===== src/rtl/sad_params.svh =====
`ifndef SAD_PARAMS_SVH
`define SAD_PARAMS_SVH

// number of reference samples, one cell each
`define SAD_REF_SAMPLES 8

`define SAD_SAMPLE_BITS 8 // adc sample width

// holds eight times 255 without overflow
`define SAD_SUM_BITS 11

`define SAD_COUNT_BITS 8
`define SAD_IDX_BITS 3 // reference index

`endif


===== src/rtl/sad_pkg.sv =====
`include "sad_params.svh"

package sad_pkg;

    typedef logic [`SAD_SAMPLE_BITS-1:0] sample_t; // adc or reference sample
    typedef logic [`SAD_SUM_BITS-1:0] sum_t; // sad value or threshold
    typedef logic [`SAD_COUNT_BITS-1:0] count_t; // triggers since arming

    // configuration opcodes
    typedef enum logic [1:0] {
        op_ref       = 2'd0, // reference sample at cfg_index
        op_threshold = 2'd1,
        op_mode      = 2'd2, // data bit 0 selects multiple triggers
        op_nop       = 2'd3
    } cfg_op_e;

    // trigger controller
    typedef enum logic [1:0] {
        st_idle  = 2'd0, // not armed
        st_armed = 2'd1, // may fire
        st_fired = 2'd2  // single mode, waiting for a new arm
    } trig_state_e;

endpackage


===== src/rtl/sad_cell.sv =====
`timescale 1ns/1ps
`include "sad_params.svh"

module sad_cell (
    input  logic             adc_sampleclk,
    input  sad_pkg::sample_t window_sample,
    input  sad_pkg::sample_t ref_sample,
    output sad_pkg::sample_t abs_diff
);

    // one bit wider, top bit tells which operand was larger
    logic [`SAD_SAMPLE_BITS:0] diff;

    assign diff = {1'b0, window_sample} - {1'b0, ref_sample};

    // no reset, the result is ignored until the window is valid
    always_ff @(posedge adc_sampleclk) begin
        if (diff[`SAD_SAMPLE_BITS])
            abs_diff <= ref_sample - window_sample; // window below reference
        else
            abs_diff <= diff[`SAD_SAMPLE_BITS-1:0];
    end

endmodule


===== src/rtl/sad_top.sv =====
`timescale 1ns/1ps
`include "sad_params.svh"

module sad_top (
    input  logic             adc_sampleclk,
    input  logic             reset,
    input  sad_pkg::sample_t adc_data,
    input  logic             adc_valid,
    input  logic             arm,
    input  logic             cfg_write,
    input  sad_pkg::cfg_op_e cfg_op,
    input  logic [`SAD_IDX_BITS-1:0] cfg_index,
    input  sad_pkg::sum_t    cfg_data,
    output logic             trigger,
    output logic             triggered,
    output sad_pkg::count_t  num_triggers
);

    sad_pkg::sample_t window_sample [0:`SAD_REF_SAMPLES-1];
    sad_pkg::sample_t ref_sample [0:`SAD_REF_SAMPLES-1];
    sad_pkg::sample_t abs_diff [0:`SAD_REF_SAMPLES-1];
    logic             window_valid;

    sad_window u_window (
        .adc_sampleclk (adc_sampleclk),
        .reset         (reset),
        .adc_data      (adc_data),
        .adc_valid     (adc_valid),
        .arm           (arm),
        .cfg_write     (cfg_write),
        .cfg_op        (cfg_op),
        .cfg_index     (cfg_index),
        .cfg_data      (cfg_data),
        .window_sample (window_sample),
        .ref_sample    (ref_sample),
        .window_valid  (window_valid)
    );

    // one cell per window position
    for (genvar k = 0; k < `SAD_REF_SAMPLES; k++) begin : gen_cells
        sad_cell u_cell (
            .adc_sampleclk (adc_sampleclk),
            .window_sample (window_sample[k]),
            .ref_sample    (ref_sample[k]),
            .abs_diff      (abs_diff[k])
        );
    end

    sad_trigger u_trigger (
        .adc_sampleclk (adc_sampleclk),
        .reset         (reset),
        .abs_diff      (abs_diff),
        .window_valid  (window_valid),
        .arm           (arm),
        .cfg_write     (cfg_write),
        .cfg_op        (cfg_op),
        .cfg_data      (cfg_data),
        .trigger       (trigger),
        .triggered     (triggered),
        .num_triggers  (num_triggers)
    );

endmodule


===== src/rtl/sad_trigger.sv =====
`timescale 1ns/1ps
`include "sad_params.svh"

module sad_trigger (
    input  logic             adc_sampleclk,
    input  logic             reset,
    input  sad_pkg::sample_t abs_diff [0:`SAD_REF_SAMPLES-1],
    input  logic             window_valid,
    input  logic             arm,
    input  logic             cfg_write,
    input  sad_pkg::cfg_op_e cfg_op,
    input  sad_pkg::sum_t    cfg_data,
    output logic             trigger,
    output logic             triggered,
    output sad_pkg::count_t  num_triggers
);

    sad_pkg::trig_state_e state;
    sad_pkg::trig_state_e state_next;
    sad_pkg::sum_t        threshold;
    sad_pkg::sum_t        sum;
    logic                 multiple; // 0 = single trigger mode
    logic                 valid_d; // window_valid lined up with the cells
    logic                 fire;

    // adder tree, left to synthesis
    always_comb begin
        sum = '0;
        for (int k = 0; k < `SAD_REF_SAMPLES; k++)
            sum = sum + sad_pkg::sum_t'(abs_diff[k]);
    end

    // arm wins over a window still in flight
    assign fire = valid_d && (sum <= threshold) && (state == sad_pkg::st_armed) && !arm;

    always_comb begin
        state_next = state;
        case (state)
            sad_pkg::st_idle:  if (arm) state_next = sad_pkg::st_armed;
            sad_pkg::st_armed: begin
                if (fire && !multiple)
                    state_next = sad_pkg::st_fired; // single shot used up
            end
            sad_pkg::st_fired: if (arm) state_next = sad_pkg::st_armed;
            default:           state_next = sad_pkg::st_idle;
        endcase
    end

    // configuration
    always_ff @(posedge adc_sampleclk) begin
        if (reset) begin
            threshold <= '0;
            multiple  <= 1'b0;
        end else if (cfg_write) begin
            case (cfg_op)
                sad_pkg::op_threshold: threshold <= cfg_data;
                sad_pkg::op_mode:      multiple  <= cfg_data[0];
                default: ;
            endcase
        end
    end

    always_ff @(posedge adc_sampleclk) begin
        if (reset) begin
            state        <= sad_pkg::st_idle;
            valid_d      <= 1'b0;
            trigger      <= 1'b0;
            triggered    <= 1'b0;
            num_triggers <= '0;
        end else begin
            state   <= state_next;
            valid_d <= window_valid && !arm; // drop windows from before the arm
            trigger <= fire;
            if (arm) begin
                triggered    <= 1'b0;
                num_triggers <= '0;
            end else if (fire) begin
                triggered    <= 1'b1;
                num_triggers <= num_triggers + 1'b1;
            end
        end
    end

endmodule


===== src/rtl/sad_window.sv =====
`timescale 1ns/1ps
`include "sad_params.svh"

module sad_window (
    input  logic               adc_sampleclk,
    input  logic               reset,
    input  sad_pkg::sample_t   adc_data,
    input  logic               adc_valid,
    input  logic               arm,
    input  logic               cfg_write,
    input  sad_pkg::cfg_op_e   cfg_op,
    input  logic [`SAD_IDX_BITS-1:0] cfg_index,
    input  sad_pkg::sum_t      cfg_data,
    output sad_pkg::sample_t   window_sample [0:`SAD_REF_SAMPLES-1],
    output sad_pkg::sample_t   ref_sample [0:`SAD_REF_SAMPLES-1],
    output logic               window_valid
);

    // one extra bit so the counter can reach a full window
    logic [`SAD_IDX_BITS:0] fill;
    logic [`SAD_IDX_BITS:0] fill_next;

    // sliding window, position 0 is the oldest sample
    always_ff @(posedge adc_sampleclk) begin
        if (adc_valid) begin
            for (int k = 0; k < `SAD_REF_SAMPLES - 1; k++)
                window_sample[k] <= window_sample[k+1];
            window_sample[`SAD_REF_SAMPLES-1] <= adc_data; // newest
        end
    end

    // reference storage, written one sample at a time
    always_ff @(posedge adc_sampleclk) begin
        if (reset) begin
            for (int k = 0; k < `SAD_REF_SAMPLES; k++)
                ref_sample[k] <= '0;
        end else if (cfg_write && cfg_op == sad_pkg::op_ref) begin
            ref_sample[cfg_index] <= cfg_data[`SAD_SAMPLE_BITS-1:0];
        end
    end

    // a sample taken together with arm is the first of the new fill
    always_comb begin
        if (arm)
            fill_next = {{`SAD_IDX_BITS{1'b0}}, adc_valid};
        else if (adc_valid && fill != `SAD_REF_SAMPLES)
            fill_next = fill + 1'b1;
        else
            fill_next = fill; // saturates at a full window
    end

    always_ff @(posedge adc_sampleclk) begin
        if (reset) begin
            fill         <= '0;
            window_valid <= 1'b0;
        end else begin
            fill         <= fill_next;
            window_valid <= adc_valid && (fill_next == `SAD_REF_SAMPLES);
        end
    end

endmodule


===== config.mk =====
export PLATFORM = sky130hd
export DESIGN_NAME = sad_top
export DESIGN_NICKNAME = d
export VERILOG_FILES = /design/src/rtl/sad_pkg.sv /design/src/rtl/sad_cell.sv /design/src/rtl/sad_top.sv /design/src/rtl/sad_trigger.sv /design/src/rtl/sad_window.sv
export VERILOG_INCLUDE_DIRS = /design/src /design/src/rtl
export SDC_FILE = /design/constraint.sdc
export NUM_CORES = 1
export LEC_CHECK = 0
export BUFFER_PORTS_ARGS = -buffer_cell sky130_fd_sc_hd__buf_2
export CAP_MARGIN = 20
export CORE_AREA = 4 4 185 232
export CTS_CLUSTER_DIAMETER = 150
export DETAILED_ROUTE_END_ITERATION = 12
export DIE_AREA = 0 0 189 236
export PLACE_DENSITY = 0.54
export SLEW_MARGIN = 5
export SYNTH_ARGS = -nofsm -noshare
export SYNTH_HDL_FRONTEND = slang
export SYNTH_SLANG_ARGS = --single-unit

===== constraint.sdc =====
create_clock -name adc_sampleclk -period 7.7 [get_ports adc_sampleclk]
set_clock_uncertainty 0.1 [all_clocks]
set_input_delay 0.385 -clock adc_sampleclk [delete_from_list [all_inputs] [get_ports adc_sampleclk]]
set_output_delay 0.385 -clock adc_sampleclk [all_outputs]
set_load 0.01 [all_outputs]

==> results of run 1 <==
area by class of cell:
class / count / area (um2)
fill: 4074 / 24900
tap: 552 / 691
multi-input combinational: 950 / 7960
sequential: 222 / 5080
clock inverter: 11 / 149
clock buffer: 37 / 762
antenna: 1 / 2.50
inverter: 238 / 893
timing repair buffer: 60 / 385
cells in the mapped netlist, drive strengths merged (9+ instances only):
cell     instances
nor2b           22
buf             12
or2             10
o21ai           66
inv            238
mux2i           93
or3             11
a21oi           67
a21boi           9
mux2            16
a21o            29
nor2           150
nand2           48
a211oi          10
nand3b          11
nand2b          11
dfxtp          158
clkbuf          19
xnor2           33
o41ai            9
o211ai          11
o21a            28
and3            11
a31oi           10
a2111oi          9
fa              55
ha             157
o31ai           10
edfxtp          64
xor2            22
worst min-delay path by stage:
stage	start	endpoint	slack, ns
floorplan	u_window.window_valid	u_trigger.valid_d	0.31
global placement	u_window.window_valid	u_trigger.valid_d	0.31
detailed placement	u_window.window_valid	u_trigger.valid_d	0.31
CTS	arm	u_trigger.state[0]	0.05
global route	arm	u_trigger.state[0]	0.09
finish	arm	u_trigger.state[0]	0.08
metrics by stage:
stage | total power [mW] | setup WS, ns
final | 7.38 | 0.858
after global routing | 8.20 | 0.343
after CTS | 7.52 | 0.850
after detailed placement | 6.15 | 0.883
after global placement | 6.10 | 0.995
after floorplan | 5.23 | 1.38
layer usage:
layer / global-route usage, % / routed length (um) / vias up
li1: - / - / 4951
met1: 18.0 / 14400 / 4697
met2: 27.3 / 17000 / 114
met3: 1.95 / 1020 / 53
met4: 5.04 / 1080 / 2
met5: 0 / 20 / -
tightest hold or removal path: stages:
cell and delay, ns:
buf_2 0.16, nand2b_1 0.09, a21oi_1 0.05
sequential cells by signal, indices dropped and copies added (netlist names):
register and count:
u_window.fill 4, u_trigger.multiple 1, u_trigger.trigger 1, u_window.ref_sample 64, gen_cells.u_cell.abs_diff 64, u_trigger.threshold 11
u_trigger.valid_d 1, u_trigger.state 2, u_window.window_sample 64, u_trigger.num_triggers 8, u_window.window_valid 1, u_trigger.triggered 1
cell families after synthesis:
| group | after synthesis | synth area share (%) |
|---|---|---|
| XOR/XNOR | 55 | 3.42 |
| multiplexers | 109 | 7.90 |
| buffers and inverters | 269 | 7.27 |
| flip-flops | 222 | 36.1 |
| AND/OR/NAND/NOR | 295 | 9.74 |
| adder cells (fa/ha/maj) | 212 | 21.8 |
| AO/OA/AOI/OAI | 279 | 13.7 |
power groups by stage:
stage | Sequential (mW) | Combinational [mW] | Clock, mW
2_1_floorplan | 1.35 | 3.88 | 0
3_3_place_gp | 1.38 | 4.72 | 0
3_5_place_dp | 1.38 | 4.77 | 0
4_1_cts | 1.36 | 4.82 | 1.34
5_1_grt | 1.36 | 5.45 | 1.38
6_report | 1.35 | 4.73 | 1.30
==> impl_metrics.csv, run 1 <==
group,metric,value,unit
synthesis,syn_area,0.0141,mm2
pwr,p_int,4.26,mW
synthesis,synth_enable_flop_cells,64,
clock_network,hold_buffers,11,
setup_path,path_depth,25,
layout,area_growth,13.2,%
clock_network,root_buffer,"clkbuf_16",
clock_network,clk_latency,0.56,ns
setup_path,reg2reg_slack,0.86,ns
pwr,leakage,7.44,nW
global_route,grt_pass1_wl,53.4,mm
setup_path,crit_type,"reg2reg",
sta,drv_slew,0,
clock_network,clkTransAtPathRegs,0.06,ns
setup_path,r2r-end,"u_trigger.state[1]",
global_route,grt_overflow,0,
setup_path,slowest_delay,0.62,ns
status,run_status,"complete, no violations",
sta,holdWs,0.0807,ns
place,port_buffers,38,
setup_path,critPathBufInv,1,
drt,vias,9817,
pwr,p_per_area,463,mW/mm2
pwr,power_frac_seq,18.3,%
sta,setup_tns,0,ns
place,gp_congestion,0.839,
synthesis,async_flop_share,0,%
clock_network,numCtsBuffers,26,
setup_path,critPathTopFamily,"adder cells",
layout,final_common_cell,"inv_1",
layout,layout_common_cells,"inv_1, dfxtp_1, ha_1",
die,start_util,34.5,%
die,rows,83,
clock_network,cts_tree,"yes",
layout,final_nets,1739,
sta,grt_setup_unrepaired,"false",
clock_network,clk_path_buf_depth,3,
die,design.core.area,0.0408,mm2
synthesis,synth_top_area_cell,"dfxtp_1",
place,place_inst,2011,
synthesis,ys_ff_latch,222,
sta,tightest_slew,1.05,ns
setup_path,start_kind,"flop",
synthesis,synthTopCellsByArea,"dfxtp_1, ha_1, edfxtp_1, fa_1, mux2i_1",
drt,postRouteAntennaNets,0,
synthesis,synth_cells,1441,
min_path,whs_path_depth,3,
sta,final-hold-violation-count,0,
place,dpl_cell_area,0.0149,mm2
pwr,switching_share,42.2,%
global_route,grt_max_degree,84,
setup_path,crit_start,"gen_cells[1].u_cell.abs_diff[1]",
sta,fmax,0.146,GHz
job,drv_cap,0,
sta,relSlewSlack,29.7,%
min_path,hp-class,"in2reg",
synthesis,yosysUniqueCellTypes,53,
setup_path,critical_path_peak_fanout,18,
synthesis,ys_warn_count,0,
die,dieArea,0.0446,mm2
drt,dr.pass1.iters,5,
setup_path,slowest_stage,"a31oi_2",
global_route,antenna_found_initial,4,
setup_path,r2r_cells,25,
drt,routed_via_density,4.74,
clock_network,cts_max_level,1,
die,die_x,189,um
sta,finalSetupViolCount,0,
layout,final_util,39.0,%
pwr,p_switching,3.11,mW
die,io_pins,39,
sta,fin_crit,6.84,ns
synthesis,syn_nets,1682,
clock_network,cts.sink_count,222,
synthesis,synth_top_area_share,22.5,%
layout,instances_no_fill,2071,
sta,period_share,88.9,%
layout,final_area,0.0159,mm2
pwr,power_frac_comb,64.1,%
place,dp.final_hpwl,25.2,mm
drt,routedWlPerCell,16.2,um
pwr,clkPwrFrac,17.6,%
drt,drt_iter0_drc,430,
setup_path,cp-endpoint,"u_trigger.state[1]",
drt,routed_wl,33.5,mm
setup_path,crit_path_end_kind,"flop",
global_route,grt_pass1_vias,10002,
synthesis,ys.flop_type,"dfxtp_1",
synthesis,ys_seq_area_share,36.1,%
clock_network,post_cts_buffers,0,
global_route,grtUsageTotal,14.9,%
setup_path,rr_startpoint,"gen_cells[1].u_cell.abs_diff[1]",
setup_path,arrival,7.15,ns
clock_network,ctsResizeCount,0,
pwr,ir_worst_vdd,883,uV
die,die_h,236,um
layout,drive_gt1_share,8.23,%
setup_path,crit_required,8.00,ns
synthesis,syn-mean-instance-area,9.76,um2
drt,drcViolationCount,0,
setup_path,crit_top_cell,"fa_1",
Power figures use the tool's default switching activity.
==> run 2, diff against run 1 <==
==> constraint.sdc (replaced) <==
create_clock -name adc_sampleclk -period 7.7 [get_ports adc_sampleclk]
set_clock_uncertainty 0.1 [all_clocks]
set_input_delay 0.77 -clock adc_sampleclk [delete_from_list [all_inputs] [get_ports adc_sampleclk]]
set_output_delay 0.77 -clock adc_sampleclk [all_outputs]
set_load 0.01 [all_outputs]
==> run 2 against run 1 <==
- power barely moved
- largest power group unchanged
- largest cell class unchanged
- clock power barely moved
- fmax barely moved
- highest routed layer unchanged
- critical path type unchanged
==> impl_metrics.csv, run 2 (synthesis gave the netlist of run 1 again) <==
group,metric,value,unit
place,dpl_cell_area,0.0149,mm2
layout,reg.largest.list,"gen_cells.u_cell.abs_diff (64), u_window.ref_sample (64), u_window.window_sample (64)",
place,dp_slack,0.883,ns
clock_network,root_buffer,"clkbuf_16",
drt,vias,9742,
drt,drt_iter0_drc,440,
drt,routed_wl,33.4,mm
sta,grt_setup_unrepaired,"false",
sta,finalWorstSetupSlack,0.855,ns
sta,relSlewSlack,29.9,%
setup_path,cp-endpoint,"u_trigger.state[1]",
die,start_util,34.5,%
place,gp_congestion,0.839,
pwr,leakage,7.39,nW
setup_path,slowest_stage,"a31oi_2",
setup_path,reg2reg_slack,0.86,ns
clock_network,cts.sink_count,222,
drt,drcViolationCount,0,
drt,routedLengthMet1,14.5,mm
min_path,whs_path_depth,1,
setup_path,r2r_cells,25,
die,rows,83,
clock_network,hold_buffers,0,
drt,routed.top_layer,"met5",
drt,dr.pass1.iters,5,
setup_path,crit_type,"reg2reg",
setup_path,arrival,7.15,ns
sta,setup_tns,0,ns
die,design.core.area,0.0408,mm2
layout,regArea,0.00508,mm2
clock_network,clk_path_buf_depth,3,
global_route,antenna_found_initial,4,
setup_path,crit_start,"gen_cells[1].u_cell.abs_diff[1]",
clock_network,cts_max_level,1,
setup_path,r2r-end,"u_trigger.state[1]",
global_route,grtUsageTotal,14.9,%
layout,area_growth,12.4,%
global_route,grt_max_degree,84,
sta,holdWs,0.281,ns
sta,final-hold-violation-count,0,
sta,period_share,88.9,%
clock_network,clkTransAtPathRegs,0.06,ns
status,run_status,"complete, no violations",
die,dieArea,0.0446,mm2
layout,multi_input_area,0.00796,mm2
die,io_pins,39,
setup_path,rr_startpoint,"gen_cells[1].u_cell.abs_diff[1]",
layout,drive_gt1_share,8.29,%
place,place_inst,2011,
setup_path,critPathTopFamily,"adder cells",
layout,final_util,38.8,%
clock_network,clk_latency,0.56,ns
setup_path,start_kind,"flop",
pwr,power,7.37,mW
setup_path,critPathBufInv,1,
setup_path,slowest_delay,0.62,ns
layout,final_area,0.0158,mm2
clock_network,numCtsBuffers,26,
drt,routed_via_density,4.73,
job,drv_cap,0,
setup_path,crit_path_end_kind,"flop",
drt,postRouteAntennaNets,0,
clock_network,post_cts_buffers,0,
drt,routedWlPerCell,16.2,um
die,die_h,236,um
layout,final_common_cell,"inv_1",
clock_network,cts_tree,"yes",
sta,fmax,0.146,GHz
clock_network,ctsResizeCount,0,
sta,drv_slew,0,
min_path,hp-class,"in2reg",
drt,dr_wl_met3,892,um
setup_path,critical_path_peak_fanout,18,
layout,fillers,4088,
sta,finalSetupViolCount,0,
pwr,p_per_area,466,mW/mm2
setup_path,path_depth,25,
global_route,grt_pass1_wl,53.2,mm
die,die_x,189,um
layout,final_nets,1728,
sta,tightest_slew,1.05,ns
layout,layout_common_cells,"inv_1, dfxtp_1, ha_1",
global_route,grt_overflow,0,
layout,instances_no_fill,2060,
pwr,ir_worst_vdd,883,uV
sta,fin_crit,6.84,ns
drt,met2WireLength,16.9,mm
setup_path,crit_top_cell,"fa_1",
place,port_buffers,38,
global_route,grt_pass1_vias,9971,
setup_path,crit_required,8.00,ns
place,dp.final_hpwl,25.2,mm
==> run 2: layout make-up <==
type / instances / area share [%]
Antenna cell: 1 / 0.0158
Clock buffer: 37 / 4.82
Clock inverter: 11 / 0.941
Inverter: 238 / 5.65
Multi-Input combinational cell: 950 / 50.3
Sequential cell: 222 / 32.1
Tap cell: 552 / 4.37
Timing Repair Buffer: 49 / 1.74
==> run 2: report_power, final <==
group / internal, mW / leakage (nW) / switching, mW / total (mW)
clock network: 0.790 / 0.446 / 0.507 / 1.30
registers: 1.29 / 1.93 / 0.0610 / 1.35
logic: 2.18 / 5.02 / 2.55 / 4.72
==> run 2: worst min-delay path by stage <==
| stage | end | slack (ns) | from |
|---|---|---|---|
| 6_report | u_window.window_sample[3] | 0.28 | adc_data[3] |
| 5_1_grt | u_window.window_sample[3] | 0.26 | adc_data[3] |
| 4_1_cts | u_window.window_sample[3] | 0.25 | adc_data[3] |
| 3_5_place_dp | u_trigger.valid_d | 0.31 | u_window.window_valid |
| 3_3_place_gp | u_trigger.valid_d | 0.31 | u_window.window_valid |
| 2_1_floorplan | u_trigger.valid_d | 0.31 | u_window.window_valid |
==> run 2: metal layers <==
| layer | vias to the layer above | GRT usage, % |
|---|---|---|
| met5 | - | 0 |
| met4 | 2 | 5.04 |
| met3 | 53 | 1.95 |
| met2 | 106 | 27.2 |
| met1 | 4652 | 17.9 |
| li1 | 4929 | - |
